--- config.mk ---
export PLATFORM = sky130hd
export DESIGN_NAME = hyperram_top
export DESIGN_NICKNAME = d
export VERILOG_FILES = /design/src/hyperram_pkg.sv /design/src/hbus_if.sv /design/src/hyperram_cfg_regs.sv /design/src/hyperram_sequencer.sv /design/src/hyperram_pads.sv /design/src/hyperram_top.sv
export SDC_FILE = /design/constraint.sdc
export NUM_CORES = 1
export LEC_CHECK = 0
export BUFFER_PORTS_ARGS = -buffer_cell sky130_fd_sc_hd__buf_2
export CAP_MARGIN = 15
export CORE_MARGIN = 4
export CORE_UTILIZATION = 38
export DETAILED_ROUTE_END_ITERATION = 6
export SETUP_SLACK_MARGIN = 0.4
export SYNTH_ARGS = -nofsm -noshare
export SYNTH_HDL_FRONTEND = slang
export SYNTH_SLANG_ARGS = --single-unit
--- constraint.sdc ---
create_clock -name clk -period 6.6 [get_ports clk]
set_clock_uncertainty 0.05 [all_clocks]
set_input_delay 1.65 -clock clk [delete_from_list [all_inputs] [get_ports clk]]
set_output_delay 1.65 -clock clk [all_outputs]
set_load 0.01 [all_outputs]
--- src/hyperram_pkg.sv ---
package hyperram_pkg;

    //////////////////////////////
    // Sequencer states
    //////////////////////////////

    // A CA state is the cycle in which that command-address byte is on the bus.
    typedef enum logic [3:0] {
        SEQ_IDLE    = 4'd0,
        SEQ_CA0     = 4'd1,
        SEQ_CA1     = 4'd2,
        SEQ_CA2     = 4'd3,
        SEQ_CA3     = 4'd4,
        SEQ_CA4     = 4'd5,
        SEQ_CA5     = 4'd6,
        SEQ_LATENCY = 4'd7,
        SEQ_DATA    = 4'd8,
        SEQ_DONE    = 4'd9
    } seq_state_e;

    //////////////////////////////
    // Configuration space
    //////////////////////////////

    typedef enum logic [1:0] {
        CFG_LATENCY = 2'd0,
        CFG_FIXED   = 2'd1,
        CFG_COUNT   = 2'd2   // Write clears the transaction count.
    } cfg_addr_e;

    localparam logic [2:0] LATENCY_MIN   = 3'd3;
    localparam logic [2:0] LATENCY_MAX   = 3'd7;
    localparam logic [2:0] LATENCY_RESET = 3'd6;

endpackage

--- src/hbus_if.sv ---
`timescale 1ns/1ps

interface hbus_if;

    logic       ncs;       // Chip select, active low.
    logic [7:0] dq_out;
    logic       dq_oe;
    logic       rwds_out;  // Byte mask during write data.
    logic       rwds_oe;
    logic [7:0] dq_in;
    logic       rwds_in;

    modport seq (
        output ncs,
        output dq_out,
        output dq_oe,
        output rwds_out,
        output rwds_oe,
        input  dq_in,
        input  rwds_in
    );

    modport pads (
        input  ncs,
        input  dq_out,
        input  dq_oe,
        input  rwds_out,
        input  rwds_oe,
        output dq_in,
        output rwds_in
    );

endinterface

--- src/hyperram_cfg_regs.sv ---
`timescale 1ns/1ps

module hyperram_cfg_regs (
    input  logic                    clk,
    input  logic                    nreset,
    input  logic                    cfg_wr,
    input  hyperram_pkg::cfg_addr_e cfg_addr,
    input  logic [7:0]              cfg_wdata,
    output logic [7:0]              cfg_rdata,
    input  logic                    done,
    output logic [2:0]              latency,
    output logic                    fixed_latency
);

    logic [7:0] count;
    logic [2:0] latency_clamped;

    // Out of range latency values are pulled to the nearest legal count.
    always_comb begin
        if (cfg_wdata < {5'd0, hyperram_pkg::LATENCY_MIN})
            latency_clamped = hyperram_pkg::LATENCY_MIN;
        else if (cfg_wdata > {5'd0, hyperram_pkg::LATENCY_MAX})
            latency_clamped = hyperram_pkg::LATENCY_MAX;
        else
            latency_clamped = cfg_wdata[2:0];
    end

    always_ff @(posedge clk) begin
        if (!nreset) begin
            latency       <= hyperram_pkg::LATENCY_RESET;
            fixed_latency <= 1'b0;
            count         <= 8'd0;
        end else begin
            if (cfg_wr && cfg_addr == hyperram_pkg::CFG_LATENCY)
                latency <= latency_clamped;
            if (cfg_wr && cfg_addr == hyperram_pkg::CFG_FIXED)
                fixed_latency <= cfg_wdata[0];
            if (cfg_wr && cfg_addr == hyperram_pkg::CFG_COUNT)
                count <= 8'd0;  // A clear wins over a completion in the same cycle.
            else if (done)
                count <= count + 8'd1;
        end
    end

    always_comb begin
        case (cfg_addr)
            hyperram_pkg::CFG_LATENCY: cfg_rdata = {5'd0, latency};
            hyperram_pkg::CFG_FIXED:   cfg_rdata = {7'd0, fixed_latency};
            hyperram_pkg::CFG_COUNT:   cfg_rdata = count;
            default:                   cfg_rdata = 8'd0;
        endcase
    end

endmodule

--- src/hyperram_sequencer.sv ---
`timescale 1ns/1ps

module hyperram_sequencer #(
    parameter int ADDR_BITS = 21
) (
    input  logic                 clk,
    input  logic                 nreset,
    input  logic [ADDR_BITS-1:0] cpu_address,
    input  logic [31:0]          cpu_wdata,
    output logic [31:0]          cpu_rdata,
    input  logic [3:0]           cpu_nwr,
    input  logic                 cpu_req,
    output logic                 cpu_ack,
    input  logic [2:0]           latency,
    input  logic                 fixed_latency,
    output logic                 done,
    hbus_if.seq                  bus
);

    hyperram_pkg::seq_state_e state;

    logic [29:0] word_addr;
    logic        is_read;
    logic        req;
    logic        long_wait;
    logic        byte_valid;
    logic [4:0]  wait_cnt;
    logic [1:0]  byte_cnt;
    logic [1:0]  next_byte;

    assign word_addr  = 30'(cpu_address);
    assign is_read    = (cpu_nwr == 4'b1111);
    assign req        = cpu_req & ~cpu_ack;
    assign long_wait  = bus.rwds_in | fixed_latency;  // Device asks for double latency.
    assign next_byte  = byte_cnt + 2'd1;

    // A read waits for the device strobe before the first byte.
    assign byte_valid = ~is_read | bus.rwds_in | (byte_cnt != 2'd0);

    always_ff @(posedge clk) begin
        if (!nreset) begin
            state       <= hyperram_pkg::SEQ_IDLE;
            bus.ncs     <= 1'b1;
            bus.dq_oe   <= 1'b0;
            bus.rwds_oe <= 1'b0;
            cpu_ack     <= 1'b0;
            done        <= 1'b0;
            wait_cnt    <= 5'd0;
            byte_cnt    <= 2'd0;
        end else begin
            done <= 1'b0;
            case (state)
                hyperram_pkg::SEQ_IDLE: begin
                    if (req) begin
                        bus.ncs    <= 1'b0;
                        bus.dq_oe  <= 1'b1;
                        // Read flag, memory space, linear burst, then the top address bits.
                        bus.dq_out <= {is_read, 1'b0, 1'b1, 1'b0, word_addr[29:26]};
                        state      <= hyperram_pkg::SEQ_CA0;
                    end
                end
                hyperram_pkg::SEQ_CA0: begin
                    bus.dq_out <= word_addr[25:18];
                    state      <= hyperram_pkg::SEQ_CA1;
                end
                hyperram_pkg::SEQ_CA1: begin
                    bus.dq_out <= word_addr[17:10];
                    state      <= hyperram_pkg::SEQ_CA2;
                end
                hyperram_pkg::SEQ_CA2: begin
                    bus.dq_out <= word_addr[9:2];
                    state      <= hyperram_pkg::SEQ_CA3;
                end
                hyperram_pkg::SEQ_CA3: begin
                    bus.dq_out <= 8'h00;  // Reserved bits.
                    state      <= hyperram_pkg::SEQ_CA4;
                end
                hyperram_pkg::SEQ_CA4: begin
                    bus.dq_out <= {5'd0, word_addr[1:0], 1'b0};  // Half-word column.
                    state      <= hyperram_pkg::SEQ_CA5;
                end
                hyperram_pkg::SEQ_CA5: begin
                    bus.dq_oe <= 1'b0;
                    // The wait state lasts one cycle longer than the loaded count.
                    if (long_wait)
                        wait_cnt <= {latency, 2'b00} - 5'd2;
                    else
                        wait_cnt <= {1'b0, latency, 1'b0} - 5'd2;
                    state <= hyperram_pkg::SEQ_LATENCY;
                end
                hyperram_pkg::SEQ_LATENCY: begin
                    if (wait_cnt == 5'd0) begin
                        byte_cnt     <= 2'd0;
                        bus.dq_oe    <= ~is_read;
                        bus.rwds_oe  <= ~is_read;
                        bus.dq_out   <= cpu_wdata[7:0];
                        bus.rwds_out <= cpu_nwr[0];
                        state        <= hyperram_pkg::SEQ_DATA;
                    end else begin
                        wait_cnt <= wait_cnt - 5'd1;
                    end
                end
                hyperram_pkg::SEQ_DATA: begin
                    // Queue the following byte for writes.
                    bus.dq_out   <= cpu_wdata[{next_byte, 3'b000} +: 8];
                    bus.rwds_out <= cpu_nwr[next_byte];
                    if (byte_valid) begin
                        if (is_read)
                            cpu_rdata[{byte_cnt, 3'b000} +: 8] <= bus.dq_in;
                        byte_cnt <= next_byte;
                        if (byte_cnt == 2'd3) begin
                            bus.ncs     <= 1'b1;
                            bus.dq_oe   <= 1'b0;
                            bus.rwds_oe <= 1'b0;
                            cpu_ack     <= 1'b1;
                            done        <= 1'b1;
                            state       <= hyperram_pkg::SEQ_DONE;
                        end
                    end
                end
                hyperram_pkg::SEQ_DONE: begin
                    // Hold the acknowledge until the CPU lets go of the request.
                    if (!cpu_req) begin
                        cpu_ack <= 1'b0;
                        state   <= hyperram_pkg::SEQ_IDLE;
                    end
                end
                default: state <= hyperram_pkg::SEQ_IDLE;
            endcase
        end
    end

endmodule

--- src/hyperram_pads.sv ---
`timescale 1ns/1ps

module hyperram_pads (
    input  logic       clk,
    input  logic       nreset,
    hbus_if.pads       bus,
    output logic       hyperram_clk,
    output logic       hyperram_nreset,
    output logic       hyperram_ncs,
    output logic [7:0] hyperram_data_out,
    output logic       hyperram_data_noe,
    output logic       hyperram_rwds_out,
    output logic       hyperram_rwds_noe,
    input  logic [7:0] hyperram_data_in,
    input  logic       hyperram_rwds_in
);

    assign hyperram_nreset = nreset;
    assign bus.dq_in       = hyperram_data_in;
    assign bus.rwds_in     = hyperram_rwds_in;

    always_ff @(posedge clk) begin
        if (!nreset) begin
            hyperram_ncs      <= 1'b1;
            hyperram_data_noe <= 1'b1;
            hyperram_rwds_noe <= 1'b1;
        end else begin
            hyperram_ncs      <= bus.ncs;
            hyperram_data_noe <= ~bus.dq_oe;  // Pin enables are active low.
            hyperram_rwds_noe <= ~bus.rwds_oe;
        end
    end

    always_ff @(posedge clk) begin
        hyperram_data_out <= bus.dq_out;
        hyperram_rwds_out <= bus.rwds_out;
    end

    // The half-rate bus clock is parked low while the device is deselected.
    always_ff @(negedge clk) begin
        if (!nreset || hyperram_ncs)
            hyperram_clk <= 1'b0;
        else
            hyperram_clk <= ~hyperram_clk;
    end

endmodule

--- src/hyperram_top.sv ---
`timescale 1ns/1ps

module hyperram_top #(
    parameter int ADDR_BITS = 21
) (
    input  logic                    clk,
    input  logic                    nreset,
    input  logic [ADDR_BITS-1:0]    cpu_address,
    input  logic [31:0]             cpu_wdata,
    output logic [31:0]             cpu_rdata,
    input  logic [3:0]              cpu_nwr,
    input  logic                    cpu_req,
    output logic                    cpu_ack,
    input  logic                    cfg_wr,
    input  hyperram_pkg::cfg_addr_e cfg_addr,
    input  logic [7:0]              cfg_wdata,
    output logic [7:0]              cfg_rdata,
    output logic                    hyperram_clk,
    output logic                    hyperram_nreset,
    output logic                    hyperram_ncs,
    output logic [7:0]              hyperram_data_out,
    output logic                    hyperram_data_noe,
    output logic                    hyperram_rwds_out,
    output logic                    hyperram_rwds_noe,
    input  logic [7:0]              hyperram_data_in,
    input  logic                    hyperram_rwds_in
);

    logic [2:0] latency;
    logic       fixed_latency;
    logic       done;

    hbus_if bus ();

    hyperram_cfg_regs u_cfg_regs (
        .clk           (clk),
        .nreset        (nreset),
        .cfg_wr        (cfg_wr),
        .cfg_addr      (cfg_addr),
        .cfg_wdata     (cfg_wdata),
        .cfg_rdata     (cfg_rdata),
        .done          (done),
        .latency       (latency),
        .fixed_latency (fixed_latency)
    );

    hyperram_sequencer #(
        .ADDR_BITS (ADDR_BITS)
    ) u_sequencer (
        .clk           (clk),
        .nreset        (nreset),
        .cpu_address   (cpu_address),
        .cpu_wdata     (cpu_wdata),
        .cpu_rdata     (cpu_rdata),
        .cpu_nwr       (cpu_nwr),
        .cpu_req       (cpu_req),
        .cpu_ack       (cpu_ack),
        .latency       (latency),
        .fixed_latency (fixed_latency),
        .done          (done),
        .bus           (bus.seq)
    );

    hyperram_pads u_pads (
        .clk               (clk),
        .nreset            (nreset),
        .bus               (bus.pads),
        .hyperram_clk      (hyperram_clk),
        .hyperram_nreset   (hyperram_nreset),
        .hyperram_ncs      (hyperram_ncs),
        .hyperram_data_out (hyperram_data_out),
        .hyperram_data_noe (hyperram_data_noe),
        .hyperram_rwds_out (hyperram_rwds_out),
        .hyperram_rwds_noe (hyperram_rwds_noe),
        .hyperram_data_in  (hyperram_data_in),
        .hyperram_rwds_in  (hyperram_rwds_in)
    );

endmodule

-- Yosys cells after proc, flatten, opt, wreduce, memory -nomap -nowiden
Index checks and enable logic that the tools add are counted.
- flip-flop bits (word level): 82
- input bits: 80
- output and inout port bits: 55
- word-level logic and storage cells: 124
- $add $sub $neg: 6
- magnitude comparators: 3
- eq/ne operators: 19
- shift-type cells: 3
- multiplexer cells: 36
- bitwise gates (word level): 10
- reduce and logical (&&, ||, !) cells: 27
- operators with widths (kind ; number):
    8-bit case mux with 8 select lines ; 1
    4-bit case mux with 10 select lines ; 1
    32-bit bitwise mux ; 1
    8-bit by 7-bit variable shift with 32-bit output (first input constant) ; 1
    32-bit by 6-bit variable part select with 8-bit output ; 1
    8-bit by 7-bit variable part select with 32-bit output ; 1
    8-bit case mux with 3 select lines ; 1
    4-bit two-way mux ; 5
    4-bit AND reduction ; 5
    4-bit by 3-bit equality test with 1-bit output (second input constant) ; 4
    8-bit two-way mux ; 2
    4-bit equality test (second input constant) ; 3
    1-bit two-way mux ; 11
    5-bit two-way mux ; 2
    5-bit case mux with 2 select lines ; 1
    5-bit AND reduction ; 2
    2-bit nonzero test ; 5
    3-bit AND reduction ; 3
    8-bit by 1-bit adder with 8-bit output (second input constant) ; 1
    4-bit by 2-bit equality test with 1-bit output (second input constant) ; 2
    8-bit by 3-bit greater-than comparator with 1-bit output (second input constant) ; 1
    8-bit by 2-bit < comparator with 1-bit output (second input constant) ; 1
    2-bit by 1-bit inequality test with 1-bit output (second input constant) ; 4
    1-bit case mux with 2 select lines ; 4
    other kinds (28) ; 41

-- Longest topological paths before layout
- word-level depth: 6
- gate-level depth with buffers: 9
- mapped depth without buffers: 6

-- Cells and area by module
A second synthesis with hierarchy kept.
- cells, all modules: 375
- area, all modules: 4162.7 um2
- by module, submodules not included (module ; instances ; cells an instance ; area an instance (um2) ; seq. area each (um2)):
    hyperram_sequencer ; 1 ; 277 ; 3166.8 ; 1551.5
    hyperram_cfg_regs ; 1 ; 70 ; 630.6 ; 240.2
    hyperram_pads ; 1 ; 28 ; 365.4 ; 260.2

==> results.rst <==
.. list-table::
   :header-rows: 1

   * - Metric
     - Value
   * - Commonest cells after routing, fill and taps aside
     - 134 x sky130_fd_sc_hd__buf_2, 42 x sky130_fd_sc_hd__and2_1, 41 x sky130_fd_sc_hd__dfxtp_1, 41 x sky130_fd_sc_hd__edfxtp_1
   * - Setup crit start kind
     - register
   * - CTS hold repair buffers
     - 0
   * - Worst path max stage delay
     - ~0.31 ns
   * - Detail Route Antenna Nets
     - 0
   * - First-pass detailed-route iteration total
     - 4
   * - Flip-flop cell with the highest count after synthesis
     - sky130_fd_sc_hd__edfxtp_1
   * - Routed via count
     - 3299
   * - Top area cells in the synthesized netlist
     - sky130_fd_sc_hd__edfxtp_1 30%, sky130_fd_sc_hd__dfxtp_1 20%, sky130_fd_sc_hd__and2_1 6.5%
   * - Post-Synthesis Cell Area
     - between 0.004 and 0.005 mm²
   * - Slowest cell on the critical path
     - sky130_fd_sc_hd__dfxtp_1
   * - Count of flip-flops with a built-in enable after synthesis
     - 41
   * - #FFs+latches synth
     - 82
   * - Class of the tightest hold or removal check
     - reg2reg
   * - Highest net fanout along the worst path
     - 2
   * - Post-cts resize count
     - 0
   * - Nets
     - just under 600
   * - Setup repair after global routing missed its margin
     - no
   * - Total power divided by cell area
     - between 200 and 250 mW/mm²
   * - Initial antenna violation count
     - 0
   * - Number of buffers created by CTS
     - 9
   * - Clock insertion delay at the later pin of the skew report
     - ~0.35 ns
   * - Number of slew-limit violations in the final report
     - 0
   * - Power share of the clock group
     - 0.334
   * - Post-CTS Setup Bufs
     - 0
   * - Floorplan die area
     - approximately 0.012 mm²
   * - Clock tree from TritonCTS
     - built
   * - Residual DRC
     - 0
   * - Area delta synth->final
     - 23.2%
   * - Maximum level of the CTS H-tree
     - 3
   * - Width of the chip
     - 111 µm
   * - Worst endpoint required time
     - slightly below 5 ns
   * - Sw Ratio
     - 0.275
   * - Number of max-cap violations
     - 0
   * - Min setup slack post-route
     - 0.778 ns
   * - Worst-Margin Slew
     - roughly 1.1 ns
   * - Count of input and output buffers
     - between 100 and 150
   * - Area of the placeable core
     - ~0.010 mm²
   * - Cell-by-cell listing of the critical path
     - buf_2
   * - Crit path buffers/inverters
     - 1
   * - Number of placed instances, taps included
     - 627
   * - Starting density of the core
     - 0.392
   * - Count of distinct cell types in the synthesized netlist
     - 56
   * - Worst relative slew slack
     - 0.228
   * - HPWL after DPL
     - around 7500 µm
   * - Number of warnings printed during yosys synthesis
     - 0
   * - Place WS
     - a little over 0.9 ns
   * - Fraction of registers with async set/reset
     - 0
   * - Setup violations, final
     - 0
   * - Combinational Power Share
     - 0.120
   * - Clock-pin slew of the registers on the worst-case setup and hold paths
     - 0.09 ns
   * - Hold Worst Slack
     - roughly 0.3 ns
   * - CP top delay family
     - flip-flops
   * - Std cell rows
     - 37
   * - Total inserted antenna cells
     - 0
   * - Share of the yosys chip area belonging to registers
     - 0.505
   * - Final routed wirelength across all metal layers
     - between 10000 and 15000 µm
   * - Number of design-rule violations left by the first detailed-router iteration
     - between 150 and 200
   * - Maximum number of pins on one net before global-route repair
     - 30
   * - Total power
     - 1.06 mW
   * - Gate count after technology mapping
     - roughly 380
   * - Peak ir drop on the vdd network
     - approximately 110 µV
   * - Overall track demand over capacity in global routing
     - 0.163
   * - Syn Nets
     - 465
   * - Wirelength per Cell
     - between 15 and 20 µm
   * - Cell type with the largest total area after synthesis
     - sky130_fd_sc_hd__edfxtp_1
   * - Critical Path Sink Type
     - primary output
   * - Via density per instance
     - 5.13
   * - Post-Route Setup TNS
     - 0 ns
   * - Fin. Hold Viols
     - 0
   * - Leading cell type in the layout, fill and taps excluded
     - sky130_fd_sc_hd__buf_2
   * - Via count of the first global-routing pass
     - 3204
   * - Die outline height
     - roughly 110 µm
   * - Routability congestion estimate from global placement
     - around 0.80
   * - GRT Residual Overflow
     - 0
   * - Total number of clock tree sinks
     - slightly above 80
   * - Switching component of the power
     - around 290 µW
   * - Fraction of post-synthesis cell area in the top cell type by area
     - 0.303
   * - Internal power contribution
     - 766 µW
   * - Sequential share of power
     - 0.546
   * - Finished Layout Cells
     - between 600 and 700
   * - Result of the run
     - complete, no violations
   * - Leakage power total
     - 1.99 nW
   * - Longest Clk Path Bufs
     - 2
   * - Type of the setup path with the least slack
     - reg2out
   * - Share of post-route cells with drive strength above 1
     - 0.335
   * - First-pass GRT wire length
     - between 15000 and 20000 µm
   * - Arr. time, crit path
     - between 4 and 5 ns
   * - Number of ports placed on the die boundary
     - 135
   * - Syn avg cell area
     - 10.8 µm²
   * - Clock Root Buffer
     - sky130_fd_sc_hd__clkbuf_8
==> area by class of cell <==
class / count / area, µm²
repair buffers: 136 / 686
clock buffers: 9 / 124
fillers: 1014 / 5370
inverters: 10 / 37.5
flip-flops and latches: 82 / 2050
clock inverters: 8 / 72.6
multi-input cells: 262 / 1860
well taps: 136 / 170
==> flip-flops by register name (all words and copies together) (netlist names) <==
signal,count
u_sequencer.cpu_rdata,32
u_cfg_regs.count,8
u_pads.hyperram_data_out,8
u_sequencer.bus.dq_out,8
u_sequencer.wait_cnt,5
u_sequencer.state,4
u_cfg_regs.latency,3
u_sequencer.byte_cnt,2
u_cfg_regs.fixed_latency,1
u_pads.hyperram_clk,1
u_pads.hyperram_data_noe,1
u_pads.hyperram_ncs,1
u_pads.hyperram_rwds_noe,1
u_pads.hyperram_rwds_out,1
u_sequencer.bus.dq_oe,1
u_sequencer.bus.ncs,1
u_sequencer.bus.rwds_oe,1
u_sequencer.bus.rwds_out,1
u_sequencer.cpu_ack,1
u_sequencer.done,1
==> final timing paths <==
| kind | cells after the start | end | startpoint | slack [ns] |
|---|---|---|---|---|
| setup / recovery | 1 | hyperram_clk | u_pads.hyperram_clk | 0.78 |
| setup reg to reg | 1 | u_pads.hyperram_clk | u_pads.hyperram_ncs | 2.75 |
| hold reg to reg | 0 | u_pads.hyperram_data_out[7] | u_sequencer.bus.dq_out[7] | 0.30 |
| hold / removal | 0 | u_pads.hyperram_data_out[7] | u_sequencer.bus.dq_out[7] | 0.30 |
==> cell usage after synthesis, drive strengths merged (6+ instances only) <==
master / n
buf: 12
o22ai: 8
ha: 9
a21oi: 19
and2: 42
nor2: 28
mux4: 10
o21a: 7
nor3b: 7
nand2: 28
dfxtp: 41
o21ai: 14
clkbuf: 9
mux2i: 12
xor2: 6
nor3: 14
inv: 11
edfxtp: 41
==> power by group through the flow <==
| stage | registers (mW) | clock network (mW) | logic [mW] |
|---|---|---|---|
| floorplan | 0.576 | 0.00190 | 0.0868 |
| detailed placement | 0.589 | 0.00190 | 0.126 |
| global placement | 0.588 | 0.00190 | 0.125 |
| finish | 0.577 | 0.353 | 0.126 |
| CTS | 0.577 | 0.367 | 0.127 |
| global route | 0.581 | 0.387 | 0.141 |
==> kinds of logic after synthesis <==
| family | count (synthesis) | synth area share |
|---|---|---|
| fa+ha+maj | 9 | 0.0277 |
| compound gates | 70 | 0.115 |
| simple gates | 151 | 0.209 |
| xor+xnor | 9 | 0.0194 |
| flops | 82 | 0.505 |
| buf+inv | 32 | 0.0366 |
| mux | 23 | 0.0878 |
==> metal layers <==
metal  GRT usage  share of wire
met1       0.219           0.45
met2       0.267           0.47
met3      0.0435          0.064
met4      0.0381          0.011
met5           0              0
==> through the flow <==
stage | util | instance area [µm²]
3_5_place_dp | 0.464 | 4810
5_1_grt | 0.483 | 5000
3_3_place_gp | 0.464 | 4810
4_1_cts | 0.483 | 5000
6_report | 0.483 | 5000
2_1_floorplan | - | 4060
No activity file was read; power rests on OpenSTA's default activity.
